<file path="config.mk">
export PLATFORM = sky130hd
export DESIGN_NAME = cpu
export DESIGN_NICKNAME = d
export VERILOG_FILES = /design/src/cpu_ctrl_pkg.sv /design/src/cpu_isa_pkg.sv /design/src/operand_if.sv /design/src/cpu.sv /design/src/execute_unit.sv /design/src/instruction_fetch.sv /design/src/operand_fetch.sv /design/src/stage_sequencer.sv
export VERILOG_INCLUDE_DIRS = /design/src
export SDC_FILE = /design/constraint.sdc
export NUM_CORES = 1
export LEC_CHECK = 0
export BUFFER_PORTS_ARGS = -buffer_cell sky130_fd_sc_hd__buf_2
export CELL_PAD_IN_SITES_DETAIL_PLACEMENT = 0
export CELL_PAD_IN_SITES_GLOBAL_PLACEMENT = 2
export CORE_MARGIN = 2
export CORE_UTILIZATION = 30
export CTS_CLUSTER_SIZE = 10
export DETAILED_ROUTE_END_ITERATION = 16
export PLACE_DENSITY = 0.65
export SYNTH_ARGS = -nofsm -noshare
export SYNTH_HDL_FRONTEND = slang
export SYNTH_HIERARCHICAL = 1
export SYNTH_SLANG_ARGS = --single-unit
</file>
<file path="constraint.sdc">
create_clock -name CLOCK -period 5.41 [get_ports CLOCK]
set_input_delay 1.082 -clock CLOCK [delete_from_list [all_inputs] [get_ports CLOCK]]
set_output_delay 1.082 -clock CLOCK [all_outputs]
set_load 0.02 [all_outputs]
</file>
<file path="src/cpu_params.svh">
`ifndef CPU_PARAMS_SVH
`define CPU_PARAMS_SVH

// Data path widths
`define REGSIZE        8
`define EXTEND_REGSIZE 9

// Bit positions in FLAG
`define FLAG_CARRY     0
`define FLAG_ZERO      1
`define FLAG_SIGN      2
`define FLAG_OVERFLOW  3
`define FLAG_UNDERFLOW 4

// Addressable bytes on the memory bus
`define MEMSIZE 256

`endif

</file>
<file path="src/cpu_ctrl_pkg.sv">
`default_nettype none

package cpu_ctrl_pkg;

  typedef enum logic [2:0] {
    RESET_STAGE,
    FETCH_OPERATION,
    DECODE,
    FETCH_IMMEDIATE,
    EXECUTE,
    WRITE_REGISTER,
    WRITE_MEMORY
  } stage_t;

  // Opcode fetch and memory write
  typedef enum logic [1:0] {
    IDL,
    BGN,
    END
  } phase_t;

  // Operand fetch with one WAIT and LOAD pair per byte
  typedef enum logic [3:0] {
    IMM_IDL,
    IMM_BGN,
    WAIT_IMMEDIATE,
    LOAD_IMMEDIATE,
    WAIT_SRC_ADDR,
    LOAD_SRC_ADDR,
    WAIT_SRC,
    LOAD_SRC,
    WAIT_DST_ADDR,
    LOAD_DST_ADDR,
    WAIT_DST,
    LOAD_DST,
    IMM_END
  } imm_phase_t;

  typedef enum logic [1:0] {
    STAY,
    READ,
    WRITE
  } mem_ctrl_t;

endpackage

`default_nettype wire

</file>
<file path="src/cpu_isa_pkg.sv">
`default_nettype none

package cpu_isa_pkg;

  // Decoded instruction
  typedef enum logic [2:0] {
    MOV,
    ADD,
    CMP,
    JMP,
    NOP,
    HLT
  } opcode_t;

  // Decoded operand kind
  // IMM is only legal as a source
  typedef enum logic [2:0] {
    UNUSED,
    REG_A,
    REG_SP,
    IMM,
    ADDRESS_IMM
  } operand_t;

endpackage

`default_nettype wire

</file>
<file path="src/operand_if.sv">
`timescale 1ns/10ps
`default_nettype none

`include "cpu_params.svh"

interface operand_if;
  logic [`REGSIZE-1:0] imm;
  logic [`REGSIZE-1:0] mem_src;
  logic [`REGSIZE-1:0] mem_dst;
  logic [`REGSIZE-1:0] dst_addr;

  modport fetch (
    output imm,
    output mem_src,
    output mem_dst,
    output dst_addr
  );

  modport exec (
    input imm,
    input mem_src,
    input mem_dst,
    input dst_addr
  );
endinterface

`default_nettype wire

</file>
<file path="src/cpu.sv">
`timescale 1ns/10ps
`default_nettype none

`include "cpu_params.svh"

module cpu
  import cpu_isa_pkg::*;
  import cpu_ctrl_pkg::*;
(
  input  logic                CLOCK,
  input  logic                RESET,
  input  logic [`REGSIZE-1:0] read_bus,
  output mem_ctrl_t           ctrl_bus,
  output logic [`REGSIZE-1:0] addr_bus,
  output logic [`REGSIZE-1:0] write_bus,
  output logic [`REGSIZE-1:0] out,
  output logic [`REGSIZE-1:0] flags
);

  stage_t              stage;
  logic                fetch_done;
  logic                operand_done;
  logic                write_done;
  logic                ip_step;
  logic [`REGSIZE-1:0] ip;
  logic [`REGSIZE-1:0] operand_addr;
  logic [`REGSIZE-1:0] write_addr;
  logic [`REGSIZE-1:0] jmp_offset;
  opcode_t             decode_ope;
  operand_t            decode_src;
  operand_t            decode_dst;

  operand_if opnd ();

  stage_sequencer sequencer0 (
    .CLOCK        (CLOCK),
    .RESET        (RESET),
    .fetch_done   (fetch_done),
    .operand_done (operand_done),
    .write_done   (write_done),
    .decode_dst   (decode_dst),
    .ip           (ip),
    .operand_addr (operand_addr),
    .write_addr   (write_addr),
    .stage        (stage),
    .ctrl_bus     (ctrl_bus),
    .addr_bus     (addr_bus)
  );

  instruction_fetch fetch0 (
    .CLOCK      (CLOCK),
    .RESET      (RESET),
    .stage      (stage),
    .read_bus   (read_bus),
    .jmp_offset (jmp_offset),
    .ip_step    (ip_step),
    .ip         (ip),
    .fetch_done (fetch_done),
    .decode_ope (decode_ope),
    .decode_src (decode_src),
    .decode_dst (decode_dst)
  );

  operand_fetch operand0 (
    .CLOCK        (CLOCK),
    .RESET        (RESET),
    .stage        (stage),
    .read_bus     (read_bus),
    .decode_src   (decode_src),
    .decode_dst   (decode_dst),
    .ip           (ip),
    .operand_done (operand_done),
    .ip_step      (ip_step),
    .operand_addr (operand_addr),
    .opnd         (opnd.fetch)
  );

  execute_unit execute0 (
    .CLOCK      (CLOCK),
    .RESET      (RESET),
    .stage      (stage),
    .decode_ope (decode_ope),
    .decode_src (decode_src),
    .decode_dst (decode_dst),
    .opnd       (opnd.exec),
    .jmp_offset (jmp_offset),
    .write_done (write_done),
    .write_addr (write_addr),
    .write_bus  (write_bus),
    .out        (out),
    .flags      (flags)
  );

endmodule

`default_nettype wire

</file>
<file path="src/execute_unit.sv">
`timescale 1ns/10ps
`default_nettype none

`include "cpu_params.svh"

module execute_unit
  import cpu_isa_pkg::*;
  import cpu_ctrl_pkg::*;
(
  input  logic                CLOCK,
  input  logic                RESET,
  input  stage_t              stage,
  input  opcode_t             decode_ope,
  input  operand_t            decode_src,
  input  operand_t            decode_dst,
  operand_if.exec             opnd,
  output logic [`REGSIZE-1:0] jmp_offset,
  output logic                write_done,
  output logic [`REGSIZE-1:0] write_addr,
  output logic [`REGSIZE-1:0] write_bus,
  output logic [`REGSIZE-1:0] out,
  output logic [`REGSIZE-1:0] flags
);

  logic [`REGSIZE-1:0]        reg_a;
  logic [`REGSIZE-1:0]        reg_sp;
  logic [`REGSIZE-1:0]        reg_flag;
  logic [`REGSIZE-1:0]        src;
  logic [`REGSIZE-1:0]        old_dst;
  logic [`REGSIZE-1:0]        result;
  logic [`REGSIZE-1:0]        pend_flag;
  logic [`REGSIZE-1:0]        alu_flag;
  logic [`EXTEND_REGSIZE-1:0] neg_src;
  logic [`EXTEND_REGSIZE-1:0] alu_out;
  phase_t                     wr_phase;
  phase_t                     next_wr_phase;

  always_comb begin
    case (decode_src)
      REG_A:       src = reg_a;
      REG_SP:      src = reg_sp;
      IMM:         src = opnd.imm;
      ADDRESS_IMM: src = opnd.mem_src;
      default:     src = '0;
    endcase
    case (decode_dst)
      REG_A:       old_dst = reg_a;
      REG_SP:      old_dst = reg_sp;
      ADDRESS_IMM: old_dst = opnd.mem_dst;
      default:     old_dst = '0;
    endcase
  end

  assign neg_src = ~{1'b0, src} + `EXTEND_REGSIZE'd1;

  always_comb begin
    case (decode_ope)
      ADD:     alu_out = {1'b0, old_dst} + {1'b0, src};
      CMP:     alu_out = {1'b0, old_dst} + neg_src;
      MOV:     alu_out = {1'b0, src};
      default: alu_out = {1'b0, old_dst};
    endcase
  end

  always_comb begin
    alu_flag                  = '0;
    alu_flag[`FLAG_CARRY]     = alu_out[`EXTEND_REGSIZE-1];
    alu_flag[`FLAG_ZERO]      = (alu_out[`REGSIZE-1:0] == '0);
    alu_flag[`FLAG_SIGN]      = alu_out[`REGSIZE-1];
    alu_flag[`FLAG_OVERFLOW]  = ~alu_out[`EXTEND_REGSIZE-1] & alu_out[`REGSIZE-1];
    alu_flag[`FLAG_UNDERFLOW] = alu_out[`EXTEND_REGSIZE-1] & ~alu_out[`REGSIZE-1];
  end

  always_comb begin
    next_wr_phase = IDL;
    if (stage == WRITE_MEMORY) begin
      case (wr_phase)
        IDL:     next_wr_phase = BGN;
        BGN:     next_wr_phase = END;
        default: next_wr_phase = IDL;
      endcase
    end
  end

  always_ff @(posedge CLOCK) begin
    if (RESET) begin
      reg_a     <= '0;
      reg_sp    <= '0;
      reg_flag  <= '0;
      result    <= '0;
      pend_flag <= '0;
      wr_phase  <= IDL;
    end else begin
      wr_phase <= next_wr_phase;
      if (stage == EXECUTE) begin
        // CMP writes back the old destination unchanged
        result <= (decode_ope == CMP) ? old_dst : alu_out[`REGSIZE-1:0];
        if (decode_ope == ADD || decode_ope == CMP) begin
          pend_flag <= alu_flag;
        end
      end
      if (stage == WRITE_REGISTER) begin
        reg_flag <= pend_flag;
        if (decode_dst == REG_A) begin
          reg_a <= result;
        end
        if (decode_dst == REG_SP) begin
          reg_sp <= result;
        end
      end
    end
  end

  assign jmp_offset = (decode_ope == JMP) ? opnd.imm : '0;
  assign write_done = (wr_phase == END);
  assign write_addr = opnd.dst_addr;
  assign write_bus  = result;
  assign out        = reg_a;
  assign flags      = reg_flag;

endmodule

`default_nettype wire

</file>
<file path="src/instruction_fetch.sv">
`timescale 1ns/10ps
`default_nettype none

`include "cpu_params.svh"

module instruction_fetch
  import cpu_isa_pkg::*;
  import cpu_ctrl_pkg::*;
(
  input  logic                CLOCK,
  input  logic                RESET,
  input  stage_t              stage,
  input  logic [`REGSIZE-1:0] read_bus,
  input  logic [`REGSIZE-1:0] jmp_offset,
  input  logic                ip_step,
  output logic [`REGSIZE-1:0] ip,
  output logic                fetch_done,
  output opcode_t             decode_ope,
  output operand_t            decode_src,
  output operand_t            decode_dst
);

  localparam logic [`REGSIZE-1:0] NOP_BYTE = 8'b11_111_110;
  localparam logic [`REGSIZE-1:0] JMP_BYTE = 8'b11_010_000;

  phase_t              phase;
  phase_t              next_phase;
  logic [`REGSIZE-1:0] ope;
  logic [`REGSIZE-1:0] next_ip;
  operand_t            src_kind;
  operand_t            dst_kind;
  opcode_t             next_ope;
  operand_t            next_src;
  operand_t            next_dst;

  // UNUSED marks the register-indirect codes
  function automatic operand_t field_operand(input logic [2:0] field);
    operand_t kind;
    case (field)
      3'b000:         kind = REG_A;
      3'b100:         kind = REG_SP;
      3'b010, 3'b110: kind = ADDRESS_IMM;
      3'b011, 3'b111: kind = IMM;
      default:        kind = UNUSED;
    endcase
    return kind;
  endfunction

  always_comb begin
    next_phase = IDL;
    if (stage == FETCH_OPERATION) begin
      case (phase)
        IDL:     next_phase = BGN;
        BGN:     next_phase = END;
        default: next_phase = IDL;
      endcase
    end
  end

  assign fetch_done = (phase == END);

  // Halted core keeps its ip
  always_comb begin
    next_ip = ip;
    if (decode_ope != HLT) begin
      if (phase == END || ip_step) begin
        next_ip = ip + `REGSIZE'd1;
      end else if (stage == EXECUTE && decode_ope == JMP) begin
        next_ip = ip + jmp_offset;
      end
    end
  end

  // HLT is sticky until reset
  always_comb begin
    src_kind = field_operand(ope[2:0]);
    dst_kind = field_operand(ope[5:3]);
    next_ope = decode_ope;
    next_src = decode_src;
    next_dst = decode_dst;
    if (stage == DECODE && decode_ope != HLT) begin
      next_ope = HLT;
      next_src = UNUSED;
      next_dst = UNUSED;
      if (ope[7:6] != 2'b11) begin
        if (src_kind != UNUSED && dst_kind != UNUSED && dst_kind != IMM) begin
          next_src = src_kind;
          next_dst = dst_kind;
          case (ope[7:6])
            2'b00:   next_ope = MOV;
            2'b01:   next_ope = ADD;
            default: next_ope = CMP;
          endcase
        end
      end else if (ope == JMP_BYTE) begin
        next_ope = JMP;
        next_src = IMM;
      end else if (ope == NOP_BYTE) begin
        next_ope = NOP;
      end
    end
  end

  always_ff @(posedge CLOCK) begin
    if (RESET) begin
      phase      <= IDL;
      ip         <= '0;
      ope        <= NOP_BYTE;
      decode_ope <= NOP;
      decode_src <= UNUSED;
      decode_dst <= UNUSED;
    end else begin
      phase      <= next_phase;
      ip         <= next_ip;
      decode_ope <= next_ope;
      decode_src <= next_src;
      decode_dst <= next_dst;
      if (phase == BGN) begin
        ope <= read_bus;
      end
    end
  end

endmodule

`default_nettype wire

</file>
<file path="src/operand_fetch.sv">
`timescale 1ns/10ps
`default_nettype none

`include "cpu_params.svh"

module operand_fetch
  import cpu_isa_pkg::*;
  import cpu_ctrl_pkg::*;
(
  input  logic                CLOCK,
  input  logic                RESET,
  input  stage_t              stage,
  input  logic [`REGSIZE-1:0] read_bus,
  input  operand_t            decode_src,
  input  operand_t            decode_dst,
  input  logic [`REGSIZE-1:0] ip,
  output logic                operand_done,
  output logic                ip_step,
  output logic [`REGSIZE-1:0] operand_addr,
  operand_if.fetch            opnd
);

  imm_phase_t          phase;
  imm_phase_t          next_phase;
  imm_phase_t          dst_step;
  logic [`REGSIZE-1:0] src_addr;

  always_comb begin
    // Destination items come after all source items
    dst_step   = (decode_dst == ADDRESS_IMM) ? WAIT_DST_ADDR : IMM_END;
    next_phase = IMM_IDL;
    if (stage == FETCH_IMMEDIATE) begin
      case (phase)
        IMM_IDL: next_phase = IMM_BGN;
        IMM_BGN: begin
          if (decode_src == IMM) begin
            next_phase = WAIT_IMMEDIATE;
          end else if (decode_src == ADDRESS_IMM) begin
            next_phase = WAIT_SRC_ADDR;
          end else begin
            next_phase = dst_step;
          end
        end
        WAIT_IMMEDIATE: next_phase = LOAD_IMMEDIATE;
        LOAD_IMMEDIATE: next_phase = dst_step;
        WAIT_SRC_ADDR:  next_phase = LOAD_SRC_ADDR;
        LOAD_SRC_ADDR:  next_phase = WAIT_SRC;
        WAIT_SRC:       next_phase = LOAD_SRC;
        LOAD_SRC:       next_phase = dst_step;
        WAIT_DST_ADDR:  next_phase = LOAD_DST_ADDR;
        LOAD_DST_ADDR:  next_phase = WAIT_DST;
        WAIT_DST:       next_phase = LOAD_DST;
        LOAD_DST:       next_phase = IMM_END;
        default:        next_phase = IMM_IDL;
      endcase
    end
  end

  assign operand_done = (phase == IMM_END);

  // Bytes from the instruction stream advance ip once loaded
  always_comb begin
    ip_step      = 1'b0;
    operand_addr = '0;
    case (phase)
      WAIT_IMMEDIATE, WAIT_SRC_ADDR, WAIT_DST_ADDR: begin
        operand_addr = ip;
      end
      LOAD_IMMEDIATE, LOAD_SRC_ADDR, LOAD_DST_ADDR: begin
        operand_addr = ip;
        ip_step      = 1'b1;
      end
      WAIT_SRC, LOAD_SRC: operand_addr = src_addr;
      WAIT_DST, LOAD_DST: operand_addr = opnd.dst_addr;
      default:            operand_addr = '0;
    endcase
  end

  always_ff @(posedge CLOCK) begin
    if (RESET) begin
      phase <= IMM_IDL;
    end else begin
      phase <= next_phase;
    end
  end

  always_ff @(posedge CLOCK) begin
    case (phase)
      LOAD_IMMEDIATE: opnd.imm      <= read_bus;
      LOAD_SRC_ADDR:  src_addr      <= read_bus;
      LOAD_SRC:       opnd.mem_src  <= read_bus;
      LOAD_DST_ADDR:  opnd.dst_addr <= read_bus;
      LOAD_DST:       opnd.mem_dst  <= read_bus;
      default:        src_addr      <= src_addr;
    endcase
  end

  a_done_in_fetch_immediate: assert property (
    @(posedge CLOCK) disable iff (RESET)
    operand_done |-> stage == FETCH_IMMEDIATE
  ) else $error("operand_done outside FETCH_IMMEDIATE");

endmodule

`default_nettype wire

</file>
<file path="src/stage_sequencer.sv">
`timescale 1ns/10ps
`default_nettype none

`include "cpu_params.svh"

module stage_sequencer
  import cpu_isa_pkg::*;
  import cpu_ctrl_pkg::*;
(
  input  logic                CLOCK,
  input  logic                RESET,
  input  logic                fetch_done,
  input  logic                operand_done,
  input  logic                write_done,
  input  operand_t            decode_dst,
  input  logic [`REGSIZE-1:0] ip,
  input  logic [`REGSIZE-1:0] operand_addr,
  input  logic [`REGSIZE-1:0] write_addr,
  output stage_t              stage,
  output mem_ctrl_t           ctrl_bus,
  output logic [`REGSIZE-1:0] addr_bus
);

  stage_t next_stage;
  logic   in_write_memory;

  always_comb begin
    case (stage)
      RESET_STAGE:     next_stage = FETCH_OPERATION;
      FETCH_OPERATION: next_stage = fetch_done ? DECODE : FETCH_OPERATION;
      DECODE:          next_stage = FETCH_IMMEDIATE;
      FETCH_IMMEDIATE: next_stage = operand_done ? EXECUTE : FETCH_IMMEDIATE;
      EXECUTE:         next_stage = WRITE_REGISTER;
      WRITE_REGISTER:  next_stage = (decode_dst == ADDRESS_IMM) ? WRITE_MEMORY : FETCH_OPERATION;
      WRITE_MEMORY:    next_stage = write_done ? FETCH_OPERATION : WRITE_MEMORY;
      default:         next_stage = FETCH_OPERATION;
    endcase
  end

  always_ff @(posedge CLOCK) begin
    if (RESET) begin
      stage           <= RESET_STAGE;
      in_write_memory <= 1'b0;
    end else begin
      stage           <= next_stage;
      in_write_memory <= (stage == WRITE_MEMORY);
    end
  end

  // Write strobe skips the idle first cycle of the write stage
  always_comb begin
    case (stage)
      FETCH_OPERATION: begin
        ctrl_bus = READ;
        addr_bus = ip;
      end
      FETCH_IMMEDIATE: begin
        ctrl_bus = READ;
        addr_bus = operand_addr;
      end
      WRITE_MEMORY: begin
        ctrl_bus = in_write_memory ? WRITE : STAY;
        addr_bus = write_addr;
      end
      default: begin
        ctrl_bus = STAY;
        addr_bus = '0;
      end
    endcase
  end

  a_write_to_memory_operand: assert property (
    @(posedge CLOCK) disable iff (RESET)
    ctrl_bus == WRITE |-> stage == WRITE_MEMORY && decode_dst == ADDRESS_IMM
  ) else $error("memory write without a memory destination");

endmodule

`default_nettype wire

</file>
==> reports/summary.md, run 1 <==
Setup repair after global routing left no endpoint under its margin. A synthesized cell averages 9.25 um^2. The overall routing resource usage is 0.176. The first detailed-routing pass ran for 5 iterations. In the routed design, unresolved DRC markers number 0. Final weighted congestion in routability-driven placement: 0.820.

The launch point of the critical path is operand0/phase[1]. The slowest stage of the critical path is the sky130_fd_sc_hd__dfxtp_1 cell. The synthesized design contains 40 enable-type register cells. The relative slew slack is 0.229, and the final setup violation count is 0. Clock tree synthesis selected as its root buffer the cell sky130_fd_sc_hd__clkbuf_16. The launch instance of the worst register-to-register path was fetch0/decode_src[1]. Based on the critical path, the design can be clocked at up to 251 MHz.

The total of cells resized after clock tree synthesis was 0. For this block, the initial DRC count from the detailed router was 330. The kind of cell adding the most delay to the critical path is flip-flops. The total length of routed wires is 20900 um, and the floorplan core area is 0.0226 mm^2. The max-slew violation count is 0, and the path depth of the worst reg2reg path is 12. The clock edge transition at the registers on the reported setup and hold paths is 0.08 ns. The final worst clock skew was 0.0115 ns; the shortest clock period the worst path allows after layout was 3.98 ns.

The sequential element share of the synthesized area is 0.378, and the depth of the worst hold-timing path is 1. In the synthesized netlist, the number of instances is 750. Counting instances in the post-synthesis netlist gives the leading cell types as sky130_fd_sc_hd__dfxtp_1 (71), sky130_fd_sc_hd__nand2_1 (70), sky130_fd_sc_hd__nor2_1 (55).

The worst-case clock buffer depth was 2; the final routed wire length divided by cell count was 19.8 um. In this run the remaining antenna-violating nets after routing total 0. The run gives 0.00262 mm^2 as the flip-flop and latch area.

The tools report the element type at the critical path start as a flop. The final worst hold slack was 0.449 ns; the power density over cell area was 214 mW/mm^2. The async set or reset register ratio after synthesis came out at 0. The first global-routing pass estimated 32800 um of wire.

The repair_antennas step left the layout with diodes totalling 0. The hold-fix buffer count after cts was 0. Entering global routing, the biggest net connects 36 pins. The number of register bits inferred by synthesis was 111; the area of combinational cells with multiple inputs was 0.00386 mm^2.

Overall power consumption after layout is estimated at 1610 uW. After detailed routing, the number of vias per cell comes to 5.43. The layout overhead on the synthesized area was 8.62%.

The worst hold path begins at execute0/wr_phase[0]. The part of the cycle the worst path needs was 0.735. From bottom edge to top edge, the die measures 156 um. The tools report the level count of the clock H-tree as 3. Floorplan die width: 156 um. The critical path is of the reg2out type. The die covers 0.0243 mm^2. The run gives 0 as the total grt overflow.

The sort of element at the end of the critical path is an output pin. The tools report the final number of hold-violating endpoints as 0. The wire-length estimate of the detail-placed layout is 15800 um. The number of global-route vias before repair was 5466.

The final layout contains 797 nets. For the pin with the worst max-slew slack, the measured transition is 1.16 ns. Yosys printed 6 warnings. sky130_fd_sc_hd__dfxtp_1 is the most common cell in the netlist. The run finished with clean final reports. The critical path goes through nor2b_1 -> a22oi_1 -> o22ai_1 -> mux2i_1 -> o2bb2ai_1 -> buf_2. The initial antenna violation count is 0, and the data required time at the worst endpoint is 4.33 ns. After synthesis, the cell types taking the most area are sky130_fd_sc_hd__dfxtp_1 (20%), sky130_fd_sc_hd__edfxtp_1 (17%), sky130_fd_sc_hd__mux2i_1 (4.6%), sky130_fd_sc_hd__ha_1 (4.2%), sky130_fd_sc_hd__a21oi_1 (3.9%). The final sum of negative setup slack was 0 ns. The cell count along the critical path came out at 6.

In this run the worst path has a maximum fanout of 24. The clock insertion delay at the later pin of the skew report is 0.36 ns, and the count of unique library cells instantiated by Yosys is 99. The logs give 0 for the number of buffers inserted to repair setup after CTS and 0.00693 mm^2 for the cell area after synthesis. During I/O placement, the number of pins put on the boundary was 44.

The portion of synthesized cell area occupied by the leading cell type was 0.205; the layout cell share with drive strength beyond 1 was 0.155. Summed over all cells, the static leakage comes to 0.00280 uW. Counting the fill cells in the layout gives 2338. The worst hold path belongs to the class reg2reg.

The worst IR drop on VDD was 172 uV. TritonCTS built the clock tree. For the worst setup path, the data arrival time is 2.90 ns. Across all layers, the routed design uses 5709 vias. The run gives 111 as the sink count of the clock tree. The count of input and output buffers is 40, and the critical path's largest stage delay is 1.09 ns. The cell taking the most area after synthesis was sky130_fd_sc_hd__dfxtp_1.

The count of buffer and inverter cells on the critical path was 1. The logs give 0 for the count of maximum capacitance violations and 9 for the TritonCTS buffer count. The dominant register cell in the synthesized netlist is sky130_fd_sc_hd__dfxtp_1.

Row generation in the floorplan step produced 55 rows. Starting utilization of the core area: 0.306.
-- stage by stage --
stage | cells | setup slack (ns) | util | area, um^2
2_1_floorplan | 752 | 2.27 | - | 6940
3_3_place_gp | 1035 | 1.75 | 0.319 | 7220
3_5_place_dp | 1035 | 1.61 | 0.319 | 7220
4_1_cts | 1051 | 1.40 | 0.333 | 7530
5_1_grt | 1051 | 1.14 | 0.333 | 7530
6_report | 1051 | 1.43 | 0.333 | 7530
-- cell type report --
class	count	share of cell area
clock buffers	9	0.0299
clock inverters	7	0.0113
inverters	30	0.0150
multi-input cells	560	0.513
flip-flops and latches	111	0.348
well taps	285	0.0473
repair buffers	49	0.0355
-- cell families after synthesis --
family / synth area share
AOI/OAI and AO/OA: 0.203
buffers and inverters: 0.0659
DFF: 0.378
xor gates and xnor gates: 0.0126
and+or+nand+nor: 0.220
adders and majority gates: 0.0502
other: 0.000541
muxes: 0.0700
-- layer usage --
layer	up-vias	track usage	wire (um)
met3	12	0.0264	901
met2	142	0.275	9350
met5	-	0	0
li1	2765	-	-
met1	2790	0.257	10400
met4	0	0.0358	208
-- cells in the final DEF (no fill, tap or decap), types with 6 or more instances in the layout --
master                      instances
sky130_fd_sc_hd__dfxtp_1           71
sky130_fd_sc_hd__nand2_1           70
sky130_fd_sc_hd__nor2_1            55
sky130_fd_sc_hd__a21oi_1           54
sky130_fd_sc_hd__buf_2             40
sky130_fd_sc_hd__edfxtp_1          40
sky130_fd_sc_hd__nand3_1           37
sky130_fd_sc_hd__mux2i_1           32
sky130_fd_sc_hd__inv_1             27
sky130_fd_sc_hd__o21ai_0           23
sky130_fd_sc_hd__ha_1              23
sky130_fd_sc_hd__a22oi_1           22
sky130_fd_sc_hd__and2_1            18
sky130_fd_sc_hd__nor2b_1           14
sky130_fd_sc_hd__nand2b_1          13
sky130_fd_sc_hd__o22ai_1           12
sky130_fd_sc_hd__nor3_1            12
sky130_fd_sc_hd__clkbuf_16          9
sky130_fd_sc_hd__o211ai_1           9
sky130_fd_sc_hd__buf_4              9
sky130_fd_sc_hd__xnor2_1            8
sky130_fd_sc_hd__mux2_2             8
sky130_fd_sc_hd__o2bb2ai_1          8
sky130_fd_sc_hd__o21ai_1            7
sky130_fd_sc_hd__o21a_1             6
sky130_fd_sc_hd__nand3b_1           6
sky130_fd_sc_hd__nand4_1            6
-- worst register-to-register path, cell delays in order, from the launching register on --
cell and delay (ns):
sky130_fd_sc_hd__dfxtp_1 0.75, sky130_fd_sc_hd__nor2b_1 0.27, sky130_fd_sc_hd__a22oi_1 0.11, sky130_fd_sc_hd__o22ai_1 0.33
sky130_fd_sc_hd__inv_1 0.08, sky130_fd_sc_hd__ha_1 0.54, sky130_fd_sc_hd__nor2_1 0.12, sky130_fd_sc_hd__a221oi_2 0.34
sky130_fd_sc_hd__mux2_2 0.37, sky130_fd_sc_hd__a221oi_1 0.34, sky130_fd_sc_hd__a22oi_1 0.14, sky130_fd_sc_hd__nand4bb_1 0.24
sky130_fd_sc_hd__o21ai_1 0.13
-- path summary, 6_finish.rpt --
| check | endpoint | slack, ns |
|---|---|---|
| max | addr_bus[6] | 1.43 |
| min | execute0/wr_phase[0] | 0.45 |
| max reg2reg | execute0/pend_flag[1] | 1.60 |
| min reg2reg | execute0/wr_phase[0] | 0.45 |
-- power breakdown --
part | switching, uW | total (uW) | internal [uW]
sequential | 9.90 | 878 | 868
combinational | 35.8 | 49.7 | 13.8
clock | 350 | 684 | 334
(Power assumes the default switching activity.)
==> run 2, diff against run 1 <==
==> constraint.sdc (replaced) <==
create_clock -name CLOCK -period 3.7 [get_ports CLOCK]
set_input_delay 0.74 -clock CLOCK [delete_from_list [all_inputs] [get_ports CLOCK]]
set_output_delay 0.74 -clock CLOCK [all_outputs]
set_load 0.02 [all_outputs]
==> reports/summary.md, run 2 (synthesis gave the netlist of run 1 again) <==
The worst min-delay path class is reg2reg (unchanged). Launch instance of the worst register-to-register path: fetch0/decode_src[0] (was fetch0/decode_src[1]). The logs give 0 (unchanged) for the final number of hold-violating endpoints and 1052 (was 1035) for the number of instances in the placed design. The floorplan die width is 156 um (unchanged). The shortest clock period the worst path allows after layout was 3.45 ns; the layout cell share with drive strength beyond 1 was 0.179 (was 0.155).

Final routed wire length divided by cell count: 20.0 um (was 19.8 um). Highest-count cells in the layout ignoring fill and taps: sky130_fd_sc_hd__dfxtp_1 (71), sky130_fd_sc_hd__nand2_1 (70), sky130_fd_sc_hd__nor2_1 (55) (unchanged). The number of buffers inserted to repair setup after CTS was 0 (unchanged); the diode insertion count for antenna repair was 0 (unchanged).

Setup repair after global routing left no endpoint under its margin. For the final weighted congestion in routability-driven placement, the log shows 0.820 (about the same). The tools report the element type at the critical path start as a flop (unchanged).

The layout overhead on the synthesized area is 10.7% (was 8.62%), and the site row count is 55 (unchanged). Clock edge transition at the registers on the reported setup and hold paths: 0.08 ns (about the same). The run gives 0.00912 ns (was 0.0115 ns) as the final worst clock skew. The logs give 195 uV (was 172 uV) for the worst IR drop on VDD and 0.538 (was 0.545) for the part of the power in registers. The overall routing resource usage was 0.180 (was 0.176). TritonCTS built the clock tree.

The run gives 0.00388 mm^2 (was 0.00386 mm^2) as the area of combinational cells with multiple inputs. The power density over cell area was 310 mW/mm^2 (was 214 mW/mm^2). The tools report the portion of total power attributed to the clock network as 0.429 (was 0.425). The sort of element at the end of the critical path was a flop (was an output pin). Most frequent standard cell in the layout excluding fill and tap cells: sky130_fd_sc_hd__dfxtp_1 (unchanged).

The tools report the internal portion of total power as 1780 uW (was 1220 uW). Count of pins on the block boundary: 44 (unchanged). The count of maximum capacitance violations is 0 (unchanged), and the area enclosed by the die boundary is 0.0243 mm^2 (unchanged).

Sum of net half-perimeters after detailed placement: 16100 um (was 15800 um). The worst-case setup margin in the final layout was 0.253 ns (was 1.43 ns); the sink count of the clock tree was 111 (unchanged). The violation count after the first detailed-routing iteration was 379 (was 330); the worst path arrival time was 3.74 ns (was 2.90 ns). The root cell of the clock tree was sky130_fd_sc_hd__clkbuf_16 (unchanged).

The final sum of negative setup slack was 0 ns (unchanged). Number of nets in the layout: 814 (was 797). The power dissipated by switching net loads came out at 598 uW (was 396 uW). The worst setup slack before clock tree synthesis was 0.257 ns (was 1.61 ns). The slew at the pin with the worst max-slew slack is 1.26 ns (was 1.16 ns), and the level count of the clock H-tree is 3 (unchanged). The logs give 0.033 (was 0.031) for the part of the total power dissipated in combinational logic and 5 (unchanged) for the first-pass iteration count of the detailed router. Hold-fix buffer count after cts: 0 (unchanged). The total of cells resized after clock tree synthesis was 0 (unchanged); the data required time at the worst endpoint was 4.00 ns (was 4.33 ns). Cell with the largest stage delay on the worst path: sky130_fd_sc_hd__dfxtp_1 (unchanged). The routed via count divided by cell count was 5.43 (about the same). The part of the cycle the worst path needs was 0.932; the worst-case clock buffer depth was 2 (unchanged). The classification of the worst setup path was reg2reg (was reg2out). The TritonCTS buffer count is 9 (unchanged). The share of total power consumed by net switching came out at 0.251 (was 0.246). The tools report the flip-flop and latch area as 0.00262 mm^2 (unchanged). The run gives 0.158 (was 0.229) as the relative slew slack. The total length of routed wires came out at 21400 um (was 20900 um).

The run gives 0 (unchanged) as the total grt overflow. Max-slew violation count: 0 (unchanged). The tools report the wire length of the first global-routing pass as 33300 um (was 32800 um). The final setup violation count is 0 (unchanged). Worst path cell trace: mux2_2 -> a221oi_4 -> ha_1 -> buf_4 -> a2111o_1 -> o22ai_1 -> mux2i_1 -> nand2_1 -> nand4b_1 -> o21ai_1 (was nor2b_1 -> a22oi_1 -> o22ai_1 -> mux2i_1 -> o2bb2ai_1 -> buf_2).

The count of non-filler cells in the finished layout is 1068 (was 1051). The run gives 42 (was 36) as the maximum number of pins on one net before global-route repair. The run gives 5794 (was 5709) as the detailed-route via count.

The starting utilization of the core area is 0.306 (unchanged). The number of global-route vias before repair was 5502 (was 5466); the die height was 156 um (unchanged). The flow ran to the end, and the final reports show no timing, DRC or antenna violations.

The tools report the launch point of the critical path as fetch0/decode_src[0] (was operand0/phase[1]). The run gives 0 (unchanged) as the initial antenna violation count. The tools report the leakage dissipation as 0.00290 uW (was 0.00280 uW). The tools report the origin of the worst min-delay path as execute0/wr_phase[0] (unchanged). The total design power is 2380 uW (was 1610 uW), and the critical path's largest stage delay is 0.65 ns (was 1.09 ns). The highest clock rate was 290 MHz; the highest fanout seen on the critical path was 17 (was 24). The run gives 2341 (was 2338) as the layout filler cell count.

The tools report the final routed DRC violation total as 0 (unchanged). The count of antenna-violating nets left after detailed routing was 0 (unchanged). The count of input and output buffers is 40 (unchanged). The floorplan core area was 0.0226 mm^2 (unchanged). For the clock insertion delay at the later pin of the skew report, the log shows 0.37 ns (was 0.36 ns).
[run 2: metal layers]
metal / GRT usage / share of wire / vias to the layer above
met5: 0 / 0 / -
met4: 0.0502 / 0.020 / 0
met3: 0.0292 / 0.045 / 21
met2: 0.266 / 0.43 / 153
met1: 0.268 / 0.50 / 2824
li1: - / - / 2796
[run 2: worst paths after layout]
check / cells after the start / to / slack (ns)
max: 10 / execute0/pend_flag[1] / 0.25
min reg2reg: 1 / execute0/wr_phase[0] / 0.45
min: 1 / execute0/wr_phase[0] / 0.45
max reg2reg: 10 / execute0/pend_flag[1] / 0.25
[run 2: critical path, delay by kind of cell, from the launching register on]
kind / cells / cell delay, ns
simple gates: 2 / 0.36
mux: 2 / 0.82
buf+inv: 1 / 0.18
flops: 1 / 0.65
fa+ha+maj: 1 / 0.32
compound gates: 4 / 1.04
[run 2: power by group through the flow]
stage	logic (uW)	registers (uW)	clock network [uW]
CTS	78.5	1280	1060
detailed placement	78.2	1310	0
global route	86.4	1280	1110
global placement	77.5	1310	0
floorplan	49.2	1310	0
finish	77.4	1280	1020
[run 2: final cells by class]
class / count / area share
clock buffer: 9 / 0.0293
inverter: 30 / 0.0147
sequential: 111 / 0.342
tap: 285 / 0.0465
multi-input combinational: 560 / 0.505
clock inverter: 7 / 0.0111
timing repair buffer: 66 / 0.0515
[run 2: stage by stage]
step           hold WS (ns)  utilization  cell area [um^2]
5_1_grt               0.494        0.339              7670
2_1_floorplan         0.413            -              6940
6_report              0.454        0.339              7670
4_1_cts               0.453        0.338              7660
3_5_place_dp          0.441        0.325              7350
3_3_place_gp          0.424        0.325              7350
==> run 3, diff against run 2 <==
--- a/config.mk
+++ b/config.mk
@@ -13,6 +13,7 @@
 export CORE_UTILIZATION = 30
 export CTS_CLUSTER_SIZE = 10
 export DETAILED_ROUTE_END_ITERATION = 16
+export GPL_TIMING_DRIVEN = 0
 export PLACE_DENSITY = 0.65
 export SYNTH_ARGS = -nofsm -noshare
 export SYNTH_HDL_FRONTEND = slang
==> reports/summary.md, run 3 (synthesis gave the netlist of run 1 again) <==
The run gives 394 (was 379) as the violation count after the first detailed-routing iteration. The part of the total power dissipated in combinational logic was 0.035 (was 0.033); the worst path arrival time was 3.81 ns (was 3.74 ns). The relative slew slack is 0.439 (was 0.158), and the part of the cycle the worst path needs is 0.950 (was 0.932). The depth of the worst hold-timing path works out to 1 (unchanged). The routed via count divided by cell count works out to 5.25 (was 5.43). The run gives 0 (unchanged) as the final setup violation count.

The final worst clock skew came out at 0.00989 ns (was 0.00912 ns). The number of global-route vias before repair came out at 5483 (was 5502). TritonCTS built the clock tree.

The part of the power in registers came out at 0.537 (was 0.538). The tools report the level count of the clock H-tree as 3 (unchanged). For the worst-case clock buffer depth, the log shows 2 (unchanged). The area enclosed by the die boundary was 0.0243 mm^2 (unchanged); the final weighted congestion in routability-driven placement was 0.820 (about the same).

The run gives 0 (unchanged) as the count of antenna-violating nets left after detailed routing. The detailed-route via count was 5741 (was 5794); the count of input and output buffers was 40 (unchanged). Diode insertion count for antenna repair: 0 (unchanged). The run gives 0.428 (was 0.429) as the portion of total power attributed to the clock network. The leakage dissipation is 0.00298 uW (was 0.00290 uW), and the count of maximum capacitance violations is 0 (unchanged). The die height is 156 um (unchanged). The final routed wire length divided by cell count came out at 19.4 um (was 20.0 um).

The logs give 0 (unchanged) for the number of buffers inserted to repair setup after CTS and 0 (unchanged) for the final routed DRC violation total. For the hold-fix buffer count after cts, the log shows 0 (unchanged). The classification of the worst setup path was reg2reg (unchanged).

The highest fanout seen on the critical path is 8 (was 17). Highest-count cells in the layout ignoring fill and taps: sky130_fd_sc_hd__nand2_1 (70), sky130_fd_sc_hd__dfxtp_1 (68), sky130_fd_sc_hd__nor2_1 (55) (was sky130_fd_sc_hd__dfxtp_1 (71), sky130_fd_sc_hd__nand2_1 (70), sky130_fd_sc_hd__nor2_1 (55)). For the power dissipated by switching net loads, the log shows 554 uW (was 598 uW). Setup repair after global routing left no endpoint under its margin.

For the worst IR drop on VDD, the log shows 225 uV (was 195 uV). The tools report the data required time at the worst endpoint as 3.99 ns (was 4.00 ns). The worst setup slack before clock tree synthesis was -0.423 ns (was 0.257 ns). The internal portion of total power is 1830 uW (was 1780 uW). The sink count of the clock tree was 111 (unchanged); the floorplan core area was 0.0226 mm^2 (unchanged).

The layout cell share with drive strength beyond 1 works out to 0.197 (was 0.179). The tools report the final number of hold-violating endpoints as 0 (unchanged). The overall routing resource usage is 0.176 (was 0.180), and the power density over cell area is 303 mW/mm^2 (was 310 mW/mm^2). Share of total power consumed by net switching: 0.232 (was 0.251). For the first-pass iteration count of the detailed router, the log shows 5 (unchanged). Worst min-delay path class: reg2reg (unchanged).

The slew at the pin with the worst max-slew slack was 0.838 ns (was 1.26 ns). For the worst-case setup margin in the final layout, the log shows 0.185 ns (was 0.253 ns). The tools report the highest clock rate as 284 MHz (was 290 MHz). The tools report the total design power as 2390 uW (was 2380 uW).

The number of nets in the layout was 839 (was 814); the shortest clock period the worst path allows after layout was 3.52 ns (was 3.45 ns). The clock insertion delay at the later pin of the skew report is 0.36 ns (was 0.37 ns). The starting utilization of the core area is 0.306 (unchanged).

Layout overhead on the synthesized area: 13.5% (was 10.7%). The flow ran to the end, and the final reports show no timing, DRC or antenna violations. The initial antenna violation count is 0 (unchanged). The logs give 20 (was 42) for the maximum number of pins on one net before global-route repair and 21200 um (was 21400 um) for the total length of routed wires. The tools report the sort of element at the end of the critical path as a flop (unchanged).

The site row count was 55 (unchanged); the TritonCTS buffer count was 9 (unchanged). The tools report the sum of net half-perimeters after detailed placement as 16300 um (was 16100 um). The element type at the critical path start is a flop (unchanged). The clock edge transition at the registers on the reported setup and hold paths works out to 0.08 ns (about the same). Most frequent standard cell in the layout excluding fill and tap cells: sky130_fd_sc_hd__nand2_1 (was sky130_fd_sc_hd__dfxtp_1). Path depth of the worst reg2reg path: 14 (was 10).

The wire length of the first global-routing pass was 32800 um (was 33300 um); the floorplan die width was 156 um (unchanged). The total grt overflow is 0 (unchanged). The max-slew violation count was 0 (unchanged); the count of pins on the block boundary was 44 (unchanged). The root cell of the clock tree was sky130_fd_sc_hd__clkbuf_16 (unchanged).
run 3: changes by cell type in the layout (fill, tap and decap cells not counted), sizes merged:
cell / before / now
clkinvlp: 0 / 2
bufinv: 0 / 1
inv: 33 / 31
clkinv: 4 / 2
buf: 66 / 78
clkbuf: 9 / 23
run 3: worst paths after layout:
path / start / endpoint / slack, ns
worst max register to register: fetch0/decode_src[1] / execute0/pend_flag[1] / 0.18
worst min register to register: execute0/wr_phase[0] / execute0/wr_phase[0] / 0.44
worst min-delay path: execute0/wr_phase[0] / execute0/wr_phase[0] / 0.44
worst max-delay path: fetch0/decode_src[1] / execute0/pend_flag[1] / 0.18
run 3: area by class of cell:
cell class | count | area, um^2
Tap cell | 285 | 357
Clock buffer | 10 | 229
Buffer | 51 | 349
Fill cell | 2325 | 14800
Inverter | 30 | 113
Sequential cell | 111 | 2630
Timing Repair Buffer | 40 | 200
Multi-Input combinational cell | 560 | 3910
Clock inverter | 6 | 78.8
run 3: power groups by stage:
stage	logic, uW	clock network (uW)	registers [uW]
2_1_floorplan	49.2	0	1310
3_3_place_gp	82.3	0	1310
3_5_place_dp	84.0	0	1310
4_1_cts	84.2	1050	1280
5_1_grt	92.3	1100	1280
6_report	82.7	1020	1280
run 3: critical path, cell delays in order (launching register included):
cell and delay [ns]:
sky130_fd_sc_hd__dfxtp_1 0.54, sky130_fd_sc_hd__nor2b_1 0.18, sky130_fd_sc_hd__buf_4 0.20, sky130_fd_sc_hd__a22oi_1 0.12, sky130_fd_sc_hd__o22ai_2 0.22, sky130_fd_sc_hd__ha_1 0.26
sky130_fd_sc_hd__inv_1 0.07, sky130_fd_sc_hd__fa_1 0.42, sky130_fd_sc_hd__o21bai_2 0.18, sky130_fd_sc_hd__a221oi_2 0.10, sky130_fd_sc_hd__mux2_2 0.29, sky130_fd_sc_hd__a221oi_1 0.34
sky130_fd_sc_hd__a22oi_2 0.12, sky130_fd_sc_hd__nand4bb_1 0.26, sky130_fd_sc_hd__o21ai_1 0.15
run 3: per-layer routing:
metal,GRT usage,part of all wire
met5,0,0
met4,0.0467,0.015
met3,0.0264,0.037
met2,0.261,0.43
met1,0.266,0.52
run 3: stage by stage:
| stage | TNS, ns | instance area [um^2] | std cells | hold slack (ns) | utilization |
|---|---|---|---|---|---|
| finish | 0 | 7870 | 1093 | 0.443 | 0.348 |
| global route | 0 | 7870 | 1093 | 0.487 | 0.348 |
| CTS | 0 | 7830 | 1093 | 0.450 | 0.346 |
| detailed placement | -2.00 | 7500 | 1077 | 0.439 | 0.331 |
| global placement | -1.83 | 7500 | 1077 | 0.423 | 0.331 |
| floorplan | 0 | 6940 | 752 | 0.413 | - |
run 3: what timing repair did:
item	4_1_cts	5_1_grt
pin swaps	1	1
setup endpoints to repair	7	6
gates resized for setup	6	12
